===== src/design/ic_pkg.sv =====
`default_nettype none

package ic_pkg;

  localparam int PADDR_WIDTH  = 40;
  localparam int DATA_WIDTH   = 64;
  localparam int SRC_ID_WIDTH = 2;
  localparam int NUM_REQ      = 3;

  // Local address layout
  localparam int DOMAIN_WIDTH  = 3;
  localparam int DEV_LSB       = 20;
  localparam int DEV_WIDTH     = 4;
  localparam int CFG_IDX_WIDTH = 3;

  typedef logic [PADDR_WIDTH-1:0]   addr_t;
  typedef logic [DATA_WIDTH-1:0]    data_t;
  typedef logic [SRC_ID_WIDTH-1:0]  src_id_t;
  typedef logic [DEV_WIDTH-1:0]     dev_t;
  typedef logic [DOMAIN_WIDTH-1:0]  domain_t;
  typedef logic [CFG_IDX_WIDTH-1:0] cfg_idx_t;
  typedef logic                     mem_op_t;

  // Everything below this is local
  localparam addr_t DRAM_BASE = 40'h00_8000_0000;

  localparam dev_t DEV_BOOT = 4'd0;
  localparam dev_t DEV_HOST = 4'd1;
  localparam dev_t DEV_CFG  = 4'd2;

  localparam mem_op_t OP_READ  = 1'b0;
  localparam mem_op_t OP_WRITE = 1'b1;

  // Commands and responses share this layout
  typedef struct packed {
    mem_op_t op;
    addr_t   addr;
    data_t   data;
    src_id_t src_id;
  } mem_msg_t;

  typedef enum logic [1:0] {
    DEST_CFG,
    DEST_LOOPBACK,
    DEST_IO,
    DEST_DRAM
  } dest_e;

endpackage

`default_nettype wire

===== src/design/mem_ic_top.sv =====
`timescale 1ns/1ps
`default_nettype none

module mem_ic_top
  import ic_pkg::*;
  #(parameter int CFG_REGS = 8)
  (  input  logic                   clk_i
   , input  logic                   arst_n_i

   // Requesters
   , input  mem_msg_t [NUM_REQ-1:0] req_cmd_i
   , input  logic [NUM_REQ-1:0]     req_cmd_v_i
   , output logic [NUM_REQ-1:0]     req_cmd_ready_o

   , output mem_msg_t [NUM_REQ-1:0] req_resp_o
   , output logic [NUM_REQ-1:0]     req_resp_v_o
   , input  logic [NUM_REQ-1:0]     req_resp_ready_i

   // External DRAM
   , output mem_msg_t               dram_cmd_o
   , output logic                   dram_cmd_v_o
   , input  logic                   dram_cmd_ready_i

   , input  mem_msg_t               dram_resp_i
   , input  logic                   dram_resp_v_i
   , output logic                   dram_resp_yumi_o

   // External I/O
   , output mem_msg_t               io_cmd_o
   , output logic                   io_cmd_v_o
   , input  logic                   io_cmd_ready_i

   , input  mem_msg_t               io_resp_i
   , input  logic                   io_resp_v_i
   , output logic                   io_resp_yumi_o
  );

  mem_msg_t [NUM_REQ-1:0] cmd_fifo_lo;
  logic [NUM_REQ-1:0]     cmd_fifo_v_lo;
  logic [NUM_REQ-1:0]     cmd_fifo_yumi_li;

  mem_msg_t routed_cmd_lo;
  logic     cfg_cmd_v_li;
  logic     cfg_cmd_ready_lo;
  logic     loopback_cmd_v_li;
  logic     loopback_cmd_ready_lo;

  mem_msg_t cfg_resp_lo;
  logic     cfg_resp_v_lo;
  logic     cfg_resp_yumi_li;
  mem_msg_t loopback_resp_lo;
  logic     loopback_resp_v_lo;
  logic     loopback_resp_yumi_li;

  for (genvar i = 0; i < NUM_REQ; i++)
  begin : req_fifo
    cmd_fifo fifo
      (  .clk_i    (clk_i)
       , .arst_n_i (arst_n_i)
       , .data_i   (req_cmd_i[i])
       , .v_i      (req_cmd_v_i[i])
       , .ready_o  (req_cmd_ready_o[i])
       , .data_o   (cmd_fifo_lo[i])
       , .v_o      (cmd_fifo_v_lo[i])
       , .yumi_i   (cmd_fifo_yumi_li[i])
      );
  end

  cmd_router cmd_arb
    (  .fifo_data_i      (cmd_fifo_lo)
     , .fifo_v_i         (cmd_fifo_v_lo)
     , .fifo_yumi_o      (cmd_fifo_yumi_li)
     , .cmd_o            (routed_cmd_lo)
     , .cfg_v_o          (cfg_cmd_v_li)
     , .loopback_v_o     (loopback_cmd_v_li)
     , .io_v_o           (io_cmd_v_o)
     , .dram_v_o         (dram_cmd_v_o)
     , .cfg_ready_i      (cfg_cmd_ready_lo)
     , .loopback_ready_i (loopback_cmd_ready_lo)
     , .io_ready_i       (io_cmd_ready_i)
     , .dram_ready_i     (dram_cmd_ready_i)
    );

  // The selected head fans out to every destination
  assign dram_cmd_o = routed_cmd_lo;
  assign io_cmd_o   = routed_cmd_lo;

  cfg_regs #(.CFG_REGS(CFG_REGS)) cfg
    (  .clk_i       (clk_i)
     , .arst_n_i    (arst_n_i)
     , .cmd_i       (routed_cmd_lo)
     , .cmd_v_i     (cfg_cmd_v_li)
     , .cmd_ready_o (cfg_cmd_ready_lo)
     , .resp_o      (cfg_resp_lo)
     , .resp_v_o    (cfg_resp_v_lo)
     , .resp_yumi_i (cfg_resp_yumi_li)
    );

  loopback_slave loopback
    (  .clk_i       (clk_i)
     , .arst_n_i    (arst_n_i)
     , .cmd_i       (routed_cmd_lo)
     , .cmd_v_i     (loopback_cmd_v_li)
     , .cmd_ready_o (loopback_cmd_ready_lo)
     , .resp_o      (loopback_resp_lo)
     , .resp_v_o    (loopback_resp_v_lo)
     , .resp_yumi_i (loopback_resp_yumi_li)
    );

  resp_router resp_arb
    (  .cfg_resp_i           (cfg_resp_lo)
     , .cfg_resp_v_i         (cfg_resp_v_lo)
     , .cfg_resp_yumi_o      (cfg_resp_yumi_li)
     , .loopback_resp_i      (loopback_resp_lo)
     , .loopback_resp_v_i    (loopback_resp_v_lo)
     , .loopback_resp_yumi_o (loopback_resp_yumi_li)
     , .io_resp_i            (io_resp_i)
     , .io_resp_v_i          (io_resp_v_i)
     , .io_resp_yumi_o       (io_resp_yumi_o)
     , .dram_resp_i          (dram_resp_i)
     , .dram_resp_v_i        (dram_resp_v_i)
     , .dram_resp_yumi_o     (dram_resp_yumi_o)
     , .req_resp_o           (req_resp_o)
     , .req_resp_v_o         (req_resp_v_o)
     , .req_resp_ready_i     (req_resp_ready_i)
    );

endmodule

`default_nettype wire


===== src/design/loopback_slave.sv =====
`timescale 1ns/1ps
`default_nettype none

module loopback_slave
  import ic_pkg::*;
  (  input  logic     clk_i
   , input  logic     arst_n_i

   , input  mem_msg_t cmd_i
   , input  logic     cmd_v_i
   , output logic     cmd_ready_o

   , output mem_msg_t resp_o
   , output logic     resp_v_o
   , input  logic     resp_yumi_i
  );

  mem_msg_t resp_q;
  logic     resp_v_q;
  logic     accept;

  assign cmd_ready_o = ~resp_v_q;
  assign accept      = cmd_v_i & cmd_ready_o;

  always_ff @(posedge clk_i or negedge arst_n_i)
  begin
    if (!arst_n_i)
      resp_v_q <= 1'b0;
    else if (accept)
      resp_v_q <= 1'b1;
    else if (resp_yumi_i)
      resp_v_q <= 1'b0;
  end

  // Echo the header and answer with zero data
  always_ff @(posedge clk_i)
  begin
    if (accept)
      resp_q <= '{op: cmd_i.op, addr: cmd_i.addr, data: '0, src_id: cmd_i.src_id};
  end

  assign resp_o   = resp_q;
  assign resp_v_o = resp_v_q;

endmodule

`default_nettype wire


===== src/design/cfg_regs.sv =====
`timescale 1ns/1ps
`default_nettype none

module cfg_regs
  import ic_pkg::*;
  #(parameter int CFG_REGS = 8)
  (  input  logic     clk_i
   , input  logic     arst_n_i

   , input  mem_msg_t cmd_i
   , input  logic     cmd_v_i
   , output logic     cmd_ready_o

   , output mem_msg_t resp_o
   , output logic     resp_v_o
   , input  logic     resp_yumi_i
  );

  localparam int IDX_W = (CFG_REGS > 1) ? $clog2(CFG_REGS) : 1;

  data_t            regs_q [CFG_REGS];
  mem_msg_t         resp_q;
  logic             resp_v_q;
  cfg_idx_t         raw_idx;
  logic [IDX_W-1:0] idx;
  logic             accept;
  logic             is_write;

  // One outstanding response at a time
  assign cmd_ready_o = ~resp_v_q;
  assign accept      = cmd_v_i & cmd_ready_o;
  assign is_write    = (cmd_i.op == OP_WRITE);

  // Index sits above the doubleword offset
  assign raw_idx = cmd_i.addr[3+:CFG_IDX_WIDTH];
  assign idx     = IDX_W'(raw_idx % CFG_REGS);

  always_ff @(posedge clk_i or negedge arst_n_i)
  begin
    if (!arst_n_i)
    begin
      for (int i = 0; i < CFG_REGS; i++)
        regs_q[i] <= '0;
    end
    else if (accept && is_write)
      regs_q[idx] <= cmd_i.data;
  end

  always_ff @(posedge clk_i or negedge arst_n_i)
  begin
    if (!arst_n_i)
      resp_v_q <= 1'b0;
    else if (accept)
      resp_v_q <= 1'b1;
    else if (resp_yumi_i)
      resp_v_q <= 1'b0;
  end

  // Write responses carry zero data
  always_ff @(posedge clk_i)
  begin
    if (accept)
    begin
      resp_q.op     <= cmd_i.op;
      resp_q.addr   <= cmd_i.addr;
      resp_q.data   <= is_write ? '0 : regs_q[idx];
      resp_q.src_id <= cmd_i.src_id;
    end
  end

  assign resp_o   = resp_q;
  assign resp_v_o = resp_v_q;

endmodule

`default_nettype wire


===== src/design/resp_router.sv =====
`timescale 1ns/1ps
`default_nettype none

module resp_router
  import ic_pkg::*;
  (  input  mem_msg_t               cfg_resp_i
   , input  logic                   cfg_resp_v_i
   , output logic                   cfg_resp_yumi_o

   , input  mem_msg_t               loopback_resp_i
   , input  logic                   loopback_resp_v_i
   , output logic                   loopback_resp_yumi_o

   , input  mem_msg_t               io_resp_i
   , input  logic                   io_resp_v_i
   , output logic                   io_resp_yumi_o

   , input  mem_msg_t               dram_resp_i
   , input  logic                   dram_resp_v_i
   , output logic                   dram_resp_yumi_o

   , output mem_msg_t [NUM_REQ-1:0] req_resp_o
   , output logic [NUM_REQ-1:0]     req_resp_v_o
   , input  logic [NUM_REQ-1:0]     req_resp_ready_i
  );

  dest_e    grant_src;
  mem_msg_t resp_sel;
  logic     any_v;
  logic     take;

  assign any_v = loopback_resp_v_i | dram_resp_v_i | io_resp_v_i | cfg_resp_v_i;

  // Loopback first and cfg last
  always_comb
  begin
    if (loopback_resp_v_i)
      grant_src = DEST_LOOPBACK;
    else if (dram_resp_v_i)
      grant_src = DEST_DRAM;
    else if (io_resp_v_i)
      grant_src = DEST_IO;
    else
      grant_src = DEST_CFG;
  end

  always_comb
  begin
    case (grant_src)
      DEST_LOOPBACK: resp_sel = loopback_resp_i;
      DEST_DRAM:     resp_sel = dram_resp_i;
      DEST_IO:       resp_sel = io_resp_i;
      default:       resp_sel = cfg_resp_i;
    endcase
  end

  // Same payload on every lane; only the owner sees valid
  for (genvar i = 0; i < NUM_REQ; i++)
  begin : lane
    assign req_resp_o[i]   = resp_sel;
    assign req_resp_v_o[i] = any_v & (resp_sel.src_id == src_id_t'(i));
  end

  assign take = |(req_resp_v_o & req_resp_ready_i);

  assign loopback_resp_yumi_o = take & (grant_src == DEST_LOOPBACK);
  assign dram_resp_yumi_o     = take & (grant_src == DEST_DRAM);
  assign io_resp_yumi_o       = take & (grant_src == DEST_IO);
  assign cfg_resp_yumi_o      = take & (grant_src == DEST_CFG);

endmodule

`default_nettype wire


===== src/design/cmd_router.sv =====
`timescale 1ns/1ps
`default_nettype none

module cmd_router
  import ic_pkg::*;
  (  input  mem_msg_t [NUM_REQ-1:0] fifo_data_i
   , input  logic [NUM_REQ-1:0]     fifo_v_i
   , output logic [NUM_REQ-1:0]     fifo_yumi_o

   , output mem_msg_t               cmd_o
   , output logic                   cfg_v_o
   , output logic                   loopback_v_o
   , output logic                   io_v_o
   , output logic                   dram_v_o

   , input  logic                   cfg_ready_i
   , input  logic                   loopback_ready_i
   , input  logic                   io_ready_i
   , input  logic                   dram_ready_i
  );

  logic               all_ready;
  logic [NUM_REQ-1:0] grant;
  logic               dispatch;
  logic               is_local;
  dev_t               dev;
  domain_t            domain;
  dest_e              dest;

  // Any stalled destination holds back every requester
  assign all_ready = cfg_ready_i & loopback_ready_i & io_ready_i & dram_ready_i;

  // Highest index wins so incoming I/O goes first
  always_comb
  begin
    grant = '0;
    for (int i = 0; i < NUM_REQ; i++)
    begin
      if (fifo_v_i[i])
        grant = NUM_REQ'(1) << i;
    end
  end

  assign fifo_yumi_o = grant & {NUM_REQ{all_ready}};
  assign dispatch    = |fifo_yumi_o;

  always_comb
  begin
    cmd_o = '0;
    for (int i = 0; i < NUM_REQ; i++)
    begin
      if (grant[i])
        cmd_o = fifo_data_i[i];
    end
  end

  assign is_local = (cmd_o.addr < DRAM_BASE);
  assign dev      = cmd_o.addr[DEV_LSB+:DEV_WIDTH];
  assign domain   = cmd_o.addr[PADDR_WIDTH-1-:DOMAIN_WIDTH];

  always_comb
  begin
    if (is_local)
    begin
      if (dev == DEV_CFG)
        dest = DEST_CFG;
      else if ((dev == DEV_BOOT) || (dev == DEV_HOST))
        dest = DEST_IO;
      else
        dest = DEST_LOOPBACK;
    end
    // Other domains are reached through the I/O port
    else if (domain != '0)
      dest = DEST_IO;
    else
      dest = DEST_DRAM;
  end

  assign cfg_v_o      = dispatch & (dest == DEST_CFG);
  assign loopback_v_o = dispatch & (dest == DEST_LOOPBACK);
  assign io_v_o       = dispatch & (dest == DEST_IO);
  assign dram_v_o     = dispatch & (dest == DEST_DRAM);

endmodule

`default_nettype wire


===== src/design/cmd_fifo.sv =====
`timescale 1ns/1ps
`default_nettype none

module cmd_fifo
  import ic_pkg::*;
  (  input  logic     clk_i
   , input  logic     arst_n_i

   , input  mem_msg_t data_i
   , input  logic     v_i
   , output logic     ready_o

   , output mem_msg_t data_o
   , output logic     v_o
   , input  logic     yumi_i
  );

  mem_msg_t mem_q [2];
  logic     wptr_q;
  logic     rptr_q;
  logic     full_q;
  logic     empty;
  logic     enq;
  logic     deq;

  assign empty   = (wptr_q == rptr_q) & ~full_q;
  assign ready_o = ~full_q;
  assign v_o     = ~empty;
  assign data_o  = mem_q[rptr_q];

  assign enq = v_i & ready_o;
  assign deq = yumi_i & v_o;

  always_ff @(posedge clk_i or negedge arst_n_i)
  begin
    if (!arst_n_i)
    begin
      wptr_q <= 1'b0;
      rptr_q <= 1'b0;
      full_q <= 1'b0;
    end
    else
    begin
      if (enq)
        wptr_q <= ~wptr_q;
      if (deq)
        rptr_q <= ~rptr_q;
      // Full once a lone enqueue catches up with the read side
      if (enq != deq)
        full_q <= enq & (~wptr_q == rptr_q);
    end
  end

  always_ff @(posedge clk_i)
  begin
    if (enq)
      mem_q[wptr_q] <= data_i;
  end

endmodule

`default_nettype wire


===== config.mk =====
export PLATFORM = sky130hd
export DESIGN_NAME = mem_ic_top
export DESIGN_NICKNAME = d
export VERILOG_FILES = /design/src/design/ic_pkg.sv /design/src/design/mem_ic_top.sv /design/src/design/loopback_slave.sv /design/src/design/cfg_regs.sv /design/src/design/resp_router.sv /design/src/design/cmd_router.sv /design/src/design/cmd_fifo.sv
export SDC_FILE = /design/constraint.sdc
export NUM_CORES = 2
export LEC_CHECK = 0
export BUFFER_PORTS_ARGS = -buffer_cell sky130_fd_sc_hd__buf_2
export CORE_AREA = 2 2 428 430
export DETAILED_ROUTE_END_ITERATION = 8
export DIE_AREA = 0 0 430 432
export HOLD_SLACK_MARGIN = 0.06
export PLACE_DENSITY_LB_ADDON = 0.1
export SYNTH_ARGS = -nofsm -noshare
export SYNTH_HDL_FRONTEND = slang
export SYNTH_SLANG_ARGS = --single-unit

===== constraint.sdc =====
create_clock -name clk_i -period 10.4 [get_ports clk_i]
set_clock_uncertainty 0.1 [all_clocks]
set_input_delay 2.08 -clock clk_i [delete_from_list [all_inputs] [get_ports clk_i]]
set_output_delay 2.08 -clock clk_i [all_outputs]
set_load 0.01 [all_outputs]

# [After elaboration in Yosys (flattened, before gate mapping)]
# Memory sizes are Yosys's and may differ from the RTL's.
# Index checks and enable logic that the tools add are counted.
[op_classes] shifts=0 n_addsub=0 n_reduce_logical=12 mul=0 bitwise=48 order_cmp=3 muxes=30 eq_ne=19 div=0
[ops] op="bitwise mux 512 bit" n=1
[ops] op="2-to-1 mux 107 bit" n=3
[ops] op="one-hot mux 107 bit (3 select lines)" n=1
[ops] op="binary-select mux 64 bit (select 3 bit)" n=1
[ops] op="demux 64 bit (select 3 bit)" n=1
[ops] op="2-to-1 mux 64 bit" n=3
[ops] op="< comparator 40 x 32 -> 1 bit, second input constant" n=1
[ops] op="AND 1 bit" n=28
[ops] op="2-to-1 mux 2 bit" n=7
[ops] op="NOT 1 bit" n=14
[ops] op="2-to-1 mux 1 bit" n=12
[ops] op="equality test 2 bit, second input constant" n=5
[ops] op="AND 3 bit" n=2
[ops] op="equality test 1 bit" n=6
[ops] op="equality test 2 x 1 -> 1 bit, second input constant" n=3
[ops] op="zero test 2 bit" n=3
[ops] op="OR reduction 3 bit" n=2
[ops] op="equality test 4 x 1 -> 1 bit, second input constant" n=1
[ops] op="equality test 4 x 2 -> 1 bit, second input constant" n=1
[ops] op="greater-or-equal comparator 4 bit, second input constant" n=1
[ops] op="zero test 4 bit" n=1
[ops] op="< comparator 4 x 1 -> 1 bit, second input constant" n=1
[ops] op="NOT 3 -> 4 bit" n=1
[ops] op="nonzero test 2 bit" n=2
[ops] op="other kinds (6)" n=11
[totals] ramBits=642 mem_bits_ro=0 memories=3 elab_cells=141 latch_bits=0 out_inout_bits=545 register_bits=673
[memory_table] memory="req_fifo[0].fifo.mem_q" words=2 word_bits=107 read_ports=1 rd_ports_with_merged_regs=0 wr=1 line_no="cmd_fifo.sv:18" source="mem_msg_t mem_q [2];"
[memory_table] memory="req_fifo[1].fifo.mem_q" words=2 word_bits=107 read_ports=1 rd_ports_with_merged_regs=0 wr=1 line_no="cmd_fifo.sv:18"
[memory_table] memory="req_fifo[2].fifo.mem_q" words=2 word_bits=107 read_ports=1 rd_ports_with_merged_regs=0 wr=1 line_no="cmd_fifo.sv:18"

# [Depth between registers and ports, before layout]
[depth] ltp_word=17 mapped_depth=14

# [By module]
# Synthesis repeated with hierarchy kept, for this count alone.
[hier_totals] cells_unflattened=4515 hier_area_um2=61692.9
[by_module_without_submodules] module="cfg_regs" instances=1 area_per_inst_um2=26465.4 cells_per_inst=1811 seq_area_each_um2=16050.4
[by_module_without_submodules] module="cmd_fifo" instances=3 area_per_inst_um2=8379.3 cells_per_inst=349 seq_area_each_um2=6501.2
[by_module_without_submodules] module="resp_router" instances=1 area_per_inst_um2=4744.6 cells_per_inst=842 seq_area_each_um2=0.0
[by_module_without_submodules] module="cmd_router" instances=1 area_per_inst_um2=2721.4 cells_per_inst=596 seq_area_each_um2=0.0
[by_module_without_submodules] module="loopback_slave" instances=1 area_per_inst_um2=1820.5 cells_per_inst=112 seq_area_each_um2=1316.3
[by_module_without_submodules] module="mem_ic_top" instances=1 area_per_inst_um2=803.3 cells_per_inst=107 seq_area_each_um2=0.0

# [Worst setup path after synthesis]
# Ideal clock, no wire load.
[synth_timing] path_kind="input-to-reg" from="input port dram_cmd_ready_i" to="register cfg.resp_q (netlist bit cfg.resp_o[0]) (enable)" setup_ns=0.574 arrival_time_ns=7.713 required_time_ns=9.726 slack_ns=2.014 stages=6 path_cell_list="nand2_1 nor3_1 o41a_1 nand3_1 or2_2 nor2_1"
[synth_via] elab_chain_cells=5
[synth_rtl] element="start: declaration" line_no="mem_ic_top.sv:22" source=", input logic dram_cmd_ready_i"
[synth_rtl] element="AND 1 bit" line_no="cmd_router.sv:31" source="assign all_ready = cfg_ready_i & loopback_ready_i & io_ready_i & dram_ready_i;"
[synth_rtl] element="AND 3 bit" line_no="cmd_router.sv:44" source="assign fifo_yumi_o = grant & {NUM_REQ{all_ready}};"
[synth_rtl] element="OR reduction 3 bit" line_no="cmd_router.sv:45" source="assign dispatch = |fifo_yumi_o;"
[synth_rtl] element="AND 1 bit" line_no="cmd_router.sv:79" source="assign cfg_v_o = dispatch & (dest == DEST_CFG);"
[synth_rtl] element="AND 1 bit" line_no="cfg_regs.sv:31" source="assign accept = cmd_v_i & cmd_ready_o;"
[synth_rtl] element="net cfg.accept" line_no="cfg_regs.sv:26" source="logic accept;"
[synth_rtl] element="end: declaration" line_no="cfg_regs.sv:22" source="mem_msg_t resp_q;"
# The timed path passes the listed nets, and every way through them passes these cells.
# A chain may end at the register's enable or synchronous reset.

# [Final worst setup path]
[layout_timing] from="input port dram_resp_v_i" to="output port io_resp_yumi_o"
[layout_via] elab_chain_cells=9
[layout_rtl] element="start: declaration" line_no="mem_ic_top.sv:25" source=", input logic dram_resp_v_i"
[layout_rtl] element="2-to-1 mux 2 bit" line_no="resp_router.sv:39" source="else if (dram_resp_v_i)"
[layout_rtl] element="2-to-1 mux 2 bit" line_no="resp_router.sv:37" source="if (loopback_resp_v_i)"
[layout_rtl] element="equality test 2 bit, or another cell as far along" line_no="resp_router.sv:49, resp_router.sv:68"
[layout_rtl] element="one-hot mux 107 bit (3 select lines)" line_no="resp_router.sv:49" source="case (grant_src)"
[layout_rtl] element="equality test 2 x 1 -> 1 bit, or another cell as far along" line_no="resp_router.sv:61" source="assign req_resp_v_o[i] = any_v & (resp_sel.src_id == src_id_t'(i));"
[layout_rtl] element="AND 1 bit" line_no="resp_router.sv:61"
[layout_rtl] element="AND 3 bit" line_no="resp_router.sv:64" source="assign take = |(req_resp_v_o & req_resp_ready_i);"
[layout_rtl] element="OR reduction 3 bit" line_no="resp_router.sv:64"
[layout_rtl] element="AND 1 bit *" line_no="resp_router.sv:68" source="assign io_resp_yumi_o = take & (grant_src == DEST_IO);"
[layout_rtl] element="end: declaration" line_no="mem_ic_top.sv:35" source=", output logic io_resp_yumi_o"
# Every way passes the cells marked *; elsewhere a longest branch is shown, timed or not.

==> metrics.yaml <==
timing:
  fin_crit_sh: 0.750
  rsz0062_at_grt: "no"
  worst_slack_ns: 2.60
  max-slew-margin-rel: 0.185
  period_needed_ns: 7.80
  worst_pin_slew_ns: 1.22
  setup_viol: 0
  report.final.slew_viol_count: 0
  final.setup.tns_ns: 0
  fmax_mhz: 128
  finalHoldViolCount: 0
layout:
  multi_input_area_mm2: 0.0176
  layout_common_cells: "buf_2, edfxtp_1, mux2_2, dfrtp_1, nand2_1"
  final_common_cell: "buf_2"
  layout.nets: 5492
  drive_above_1_share: 0.417
  area_growth_pct: 19.6
  nFillCells: 17500
  seqCellArea_mm2: 0.0369
  finalNonFillerCells: 7468
  fin_util: 0.380
yosys:
  synth_nets: 4727
  synth_top_flop_cell: "edfxtp_1"
  syn_area_mm2: 0.0578
  synth_edf_count: 792
  synth_area_per_cell_um2: 13.8
  ys_seq_elements: 1315
  yosysWarnings: 0
  ys_types: 55
  syn_inst: 4180
  ys_seq_area_frac: 0.638
  ys_async_sr_fraction: 0.398
critical_path:
  regToRegSetupSlack_ns: 4.41
  crit_path_start: "dram_resp_v_i"
  crit_path_end_kind: "primary output"
  crit_path_end: "io_resp_yumi_o"
  cp-start-kind: "input pin"
  arrival_ns: 5.62
  reg2reg_depth: 9
  crit_fanout: 77
  worst-endpoint-required_ns: 8.22
  r2r-end: "cfg.regs_q[32]"
  r2r-start: "req_fifo[0].fifo.rptr_q"
  worst-setup-path-type: "in -> out"
global_routing:
  grt_max_degree: 147
  grtUsageTotal: 0.215
  grt.overflow.total: 0
  grt_pass1_vias: 37700
  grt_pass1_wl_um: 286000
  antenna_found_initial: 54
placement:
  dpl.cell_count: 7172
  post-place-ws_ns: 2.62
  dp_hpwl_um: 133000
  gp_congestion: 0.839
  portBuffers: 1091
power_and_ir_drop:
  finalPower_mw: 21.0
  cellInternalPower_mw: 11.8
  switching_power_mw: 9.15
  p_leak_nw: 29.4
  vdd_drop_max_uv: 329
  p_clk_frac: 0.258
  power_density_mw_per_mm2: 304
  swShare: 0.436
  combinationalPowerShare: 0.439
  seqPwrFrac: 0.303
routing:
  drt_iter0_markers: 2207
  routedWlPerCell_um: 27.5
  drc: 0
  dr_total_vias: 37600
  routed_via_density: 5.03
  drt-pass1-iter-count: 5
  drt_wl_total_um: 205000
  antenna_left: 0
clock_network:
  cts_tree: "done"
  cts.clk_slew.worst_paths_ns: 0.06
  htree_levels: 4
  hold_buffers: 0
  clk_latency_ns: 0.80
  root_buffer: "clkbuf_16"
  clkSinkCount: 1315
  cts_resized: 0
  cts_buffers: 156
  clockBufferDepth: 3
  post_cts_buffers: 0
die:
  ioPinCount: 1092
  die_h_um: 432
  dieArea_mm2: 0.186
  fp-row-count: 157
  core_area_mm2: 0.182
  initial_core_util: 0.318
  die_width_um: 430
hold_path:
  min-delay-path-class: "reg -> reg"
status:
  outcome: "complete, no violations"
job:
  max_cap_violations: 0
==> per-layer routing <==
metal  up-vias  wire (µm)  track usage  part of all wire
met4        66       6210       0.0685             0.030
met2      1010     105000        0.380              0.51
met5         -        440            0            0.0021
li1      16900          -            -                 -
met1     19300      84700        0.264              0.41
met3       302       9160       0.0398             0.045
==> worst min path at each step <==
stage | depth (start not counted) | to | slack, ns | start
4_1_cts | 1 | cfg.regs_q[180] | 0.39 | cfg.regs_q[180]
3_5_place_dp | 1 | cfg.regs_q[180] | 0.38 | cfg.regs_q[180]
5_1_grt | 1 | cfg.regs_q[180] | 0.40 | cfg.regs_q[180]
6_report | 1 | cfg.regs_q[180] | 0.39 | cfg.regs_q[180]
3_3_place_gp | 1 | cfg.regs_q[180] | 0.37 | cfg.regs_q[180]
2_1_floorplan | 1 | cfg.regs_q[179] | 0.36 | cfg.regs_q[179]
==> stage by stage <==
stage | cell area, µm² | hold slack, ns
global route | 69100 | 0.398
detailed placement | 64000 | 0.376
global placement | 64000 | 0.367
CTS | 69000 | 0.390
floorplan | 57800 | 0.356
finish | 69100 | 0.386
==> synth_stat cells (6+ instances only) <==
| master | instances | area (µm²) |
|---|---|---|
| a2111oi_0 | 13 | 114 |
| a21oi_1 | 171 | 856 |
| a221oi_1 | 41 | 359 |
| a22oi_1 | 28 | 210 |
| a31o_2 | 19 | 166 |
| a31oi_1 | 23 | 144 |
| a32o_1 | 18 | 180 |
| and3_1 | 31 | 194 |
| buf_1 | 67 | 251 |
| buf_2 | 15 | 75.1 |
| buf_4 | 324 | 2430 |
| clkbuf_1 | 190 | 713 |
| dfrtp_1 | 523 | 13100 |
| edfxtp_1 | 792 | 23800 |
| inv_1 | 15 | 56.3 |
| mux2_1 | 27 | 304 |
| mux2_2 | 617 | 6950 |
| mux2i_1 | 286 | 2860 |
| nand2_1 | 337 | 1260 |
| nand3_1 | 161 | 806 |
| nor2_1 | 164 | 616 |
| nor3_1 | 6 | 30.0 |
| o21ai_0 | 38 | 190 |
| o221ai_1 | 90 | 788 |
| o22a_1 | 9 | 78.8 |
| o22ai_1 | 106 | 663 |
| o31ai_1 | 8 | 60.1 |
| xnor2_1 | 9 | 78.8 |
==> layout make-up <==
class / count / share of cell area
Clock buffer: 225 / 0.0637
Multi-Input combinational cell: 2252 / 0.255
Tap cell: 2385 / 0.0432
Antenna cell: 10 / 0.000362
Sequential cell: 1315 / 0.534
Clock inverter: 61 / 0.00940
Inverter: 17 / 0.00120
Timing Repair Buffer: 1203 / 0.0930
==> cells by family (layout without fill, tap and decap cells) <==
group                     count (synthesis)  count (layout)  synth area share
other                                     0              10                 0
xor gates and xnor gates                 12              12           0.00182
DFF                                    1315            1315             0.638
and+or+nand+nor                         718             718            0.0531
buffers and inverters                   613            1506            0.0612
AOI/OAI and AO/OA                       592             592            0.0703
muxes                                   930             930             0.175
==> critical path: stages <==
cell	delay, ns
buf_6	0.24
inv_2	0.10
buf_4	0.48
o22ai_1	0.21
a21oi_1	0.77
mux2_2	0.51
nor4b_1	0.80
buf_2	0.27
==> power groups by stage <==
stage / sequential (mW) / combinational, mW / clock [mW]
floorplan: 6.37 / 5.26 / 0
global placement: 6.45 / 9.47 / 0
detailed placement: 6.46 / 9.44 / 0
CTS: 6.36 / 9.47 / 5.57
global route: 6.39 / 9.82 / 5.77
finish: 6.36 / 9.20 / 5.41
==> flip-flops by register name (all words and copies together) (netlist names) <==
| name | flops |
|---|---|
| cfg.regs_q | 512 |
| cfg.resp_v_o | 1 |
| req_fifo.fifo.rptr_q | 3 |
| req_fifo.fifo.full_q | 3 |
| loopback.resp_o | 43 |
| req_fifo.fifo.wptr_q | 3 |
| cfg.resp_o | 107 |
| loopback.resp_v_o | 1 |
| req_fifo.fifo.mem_q | 642 |
Power figures use the tool's default switching activity.
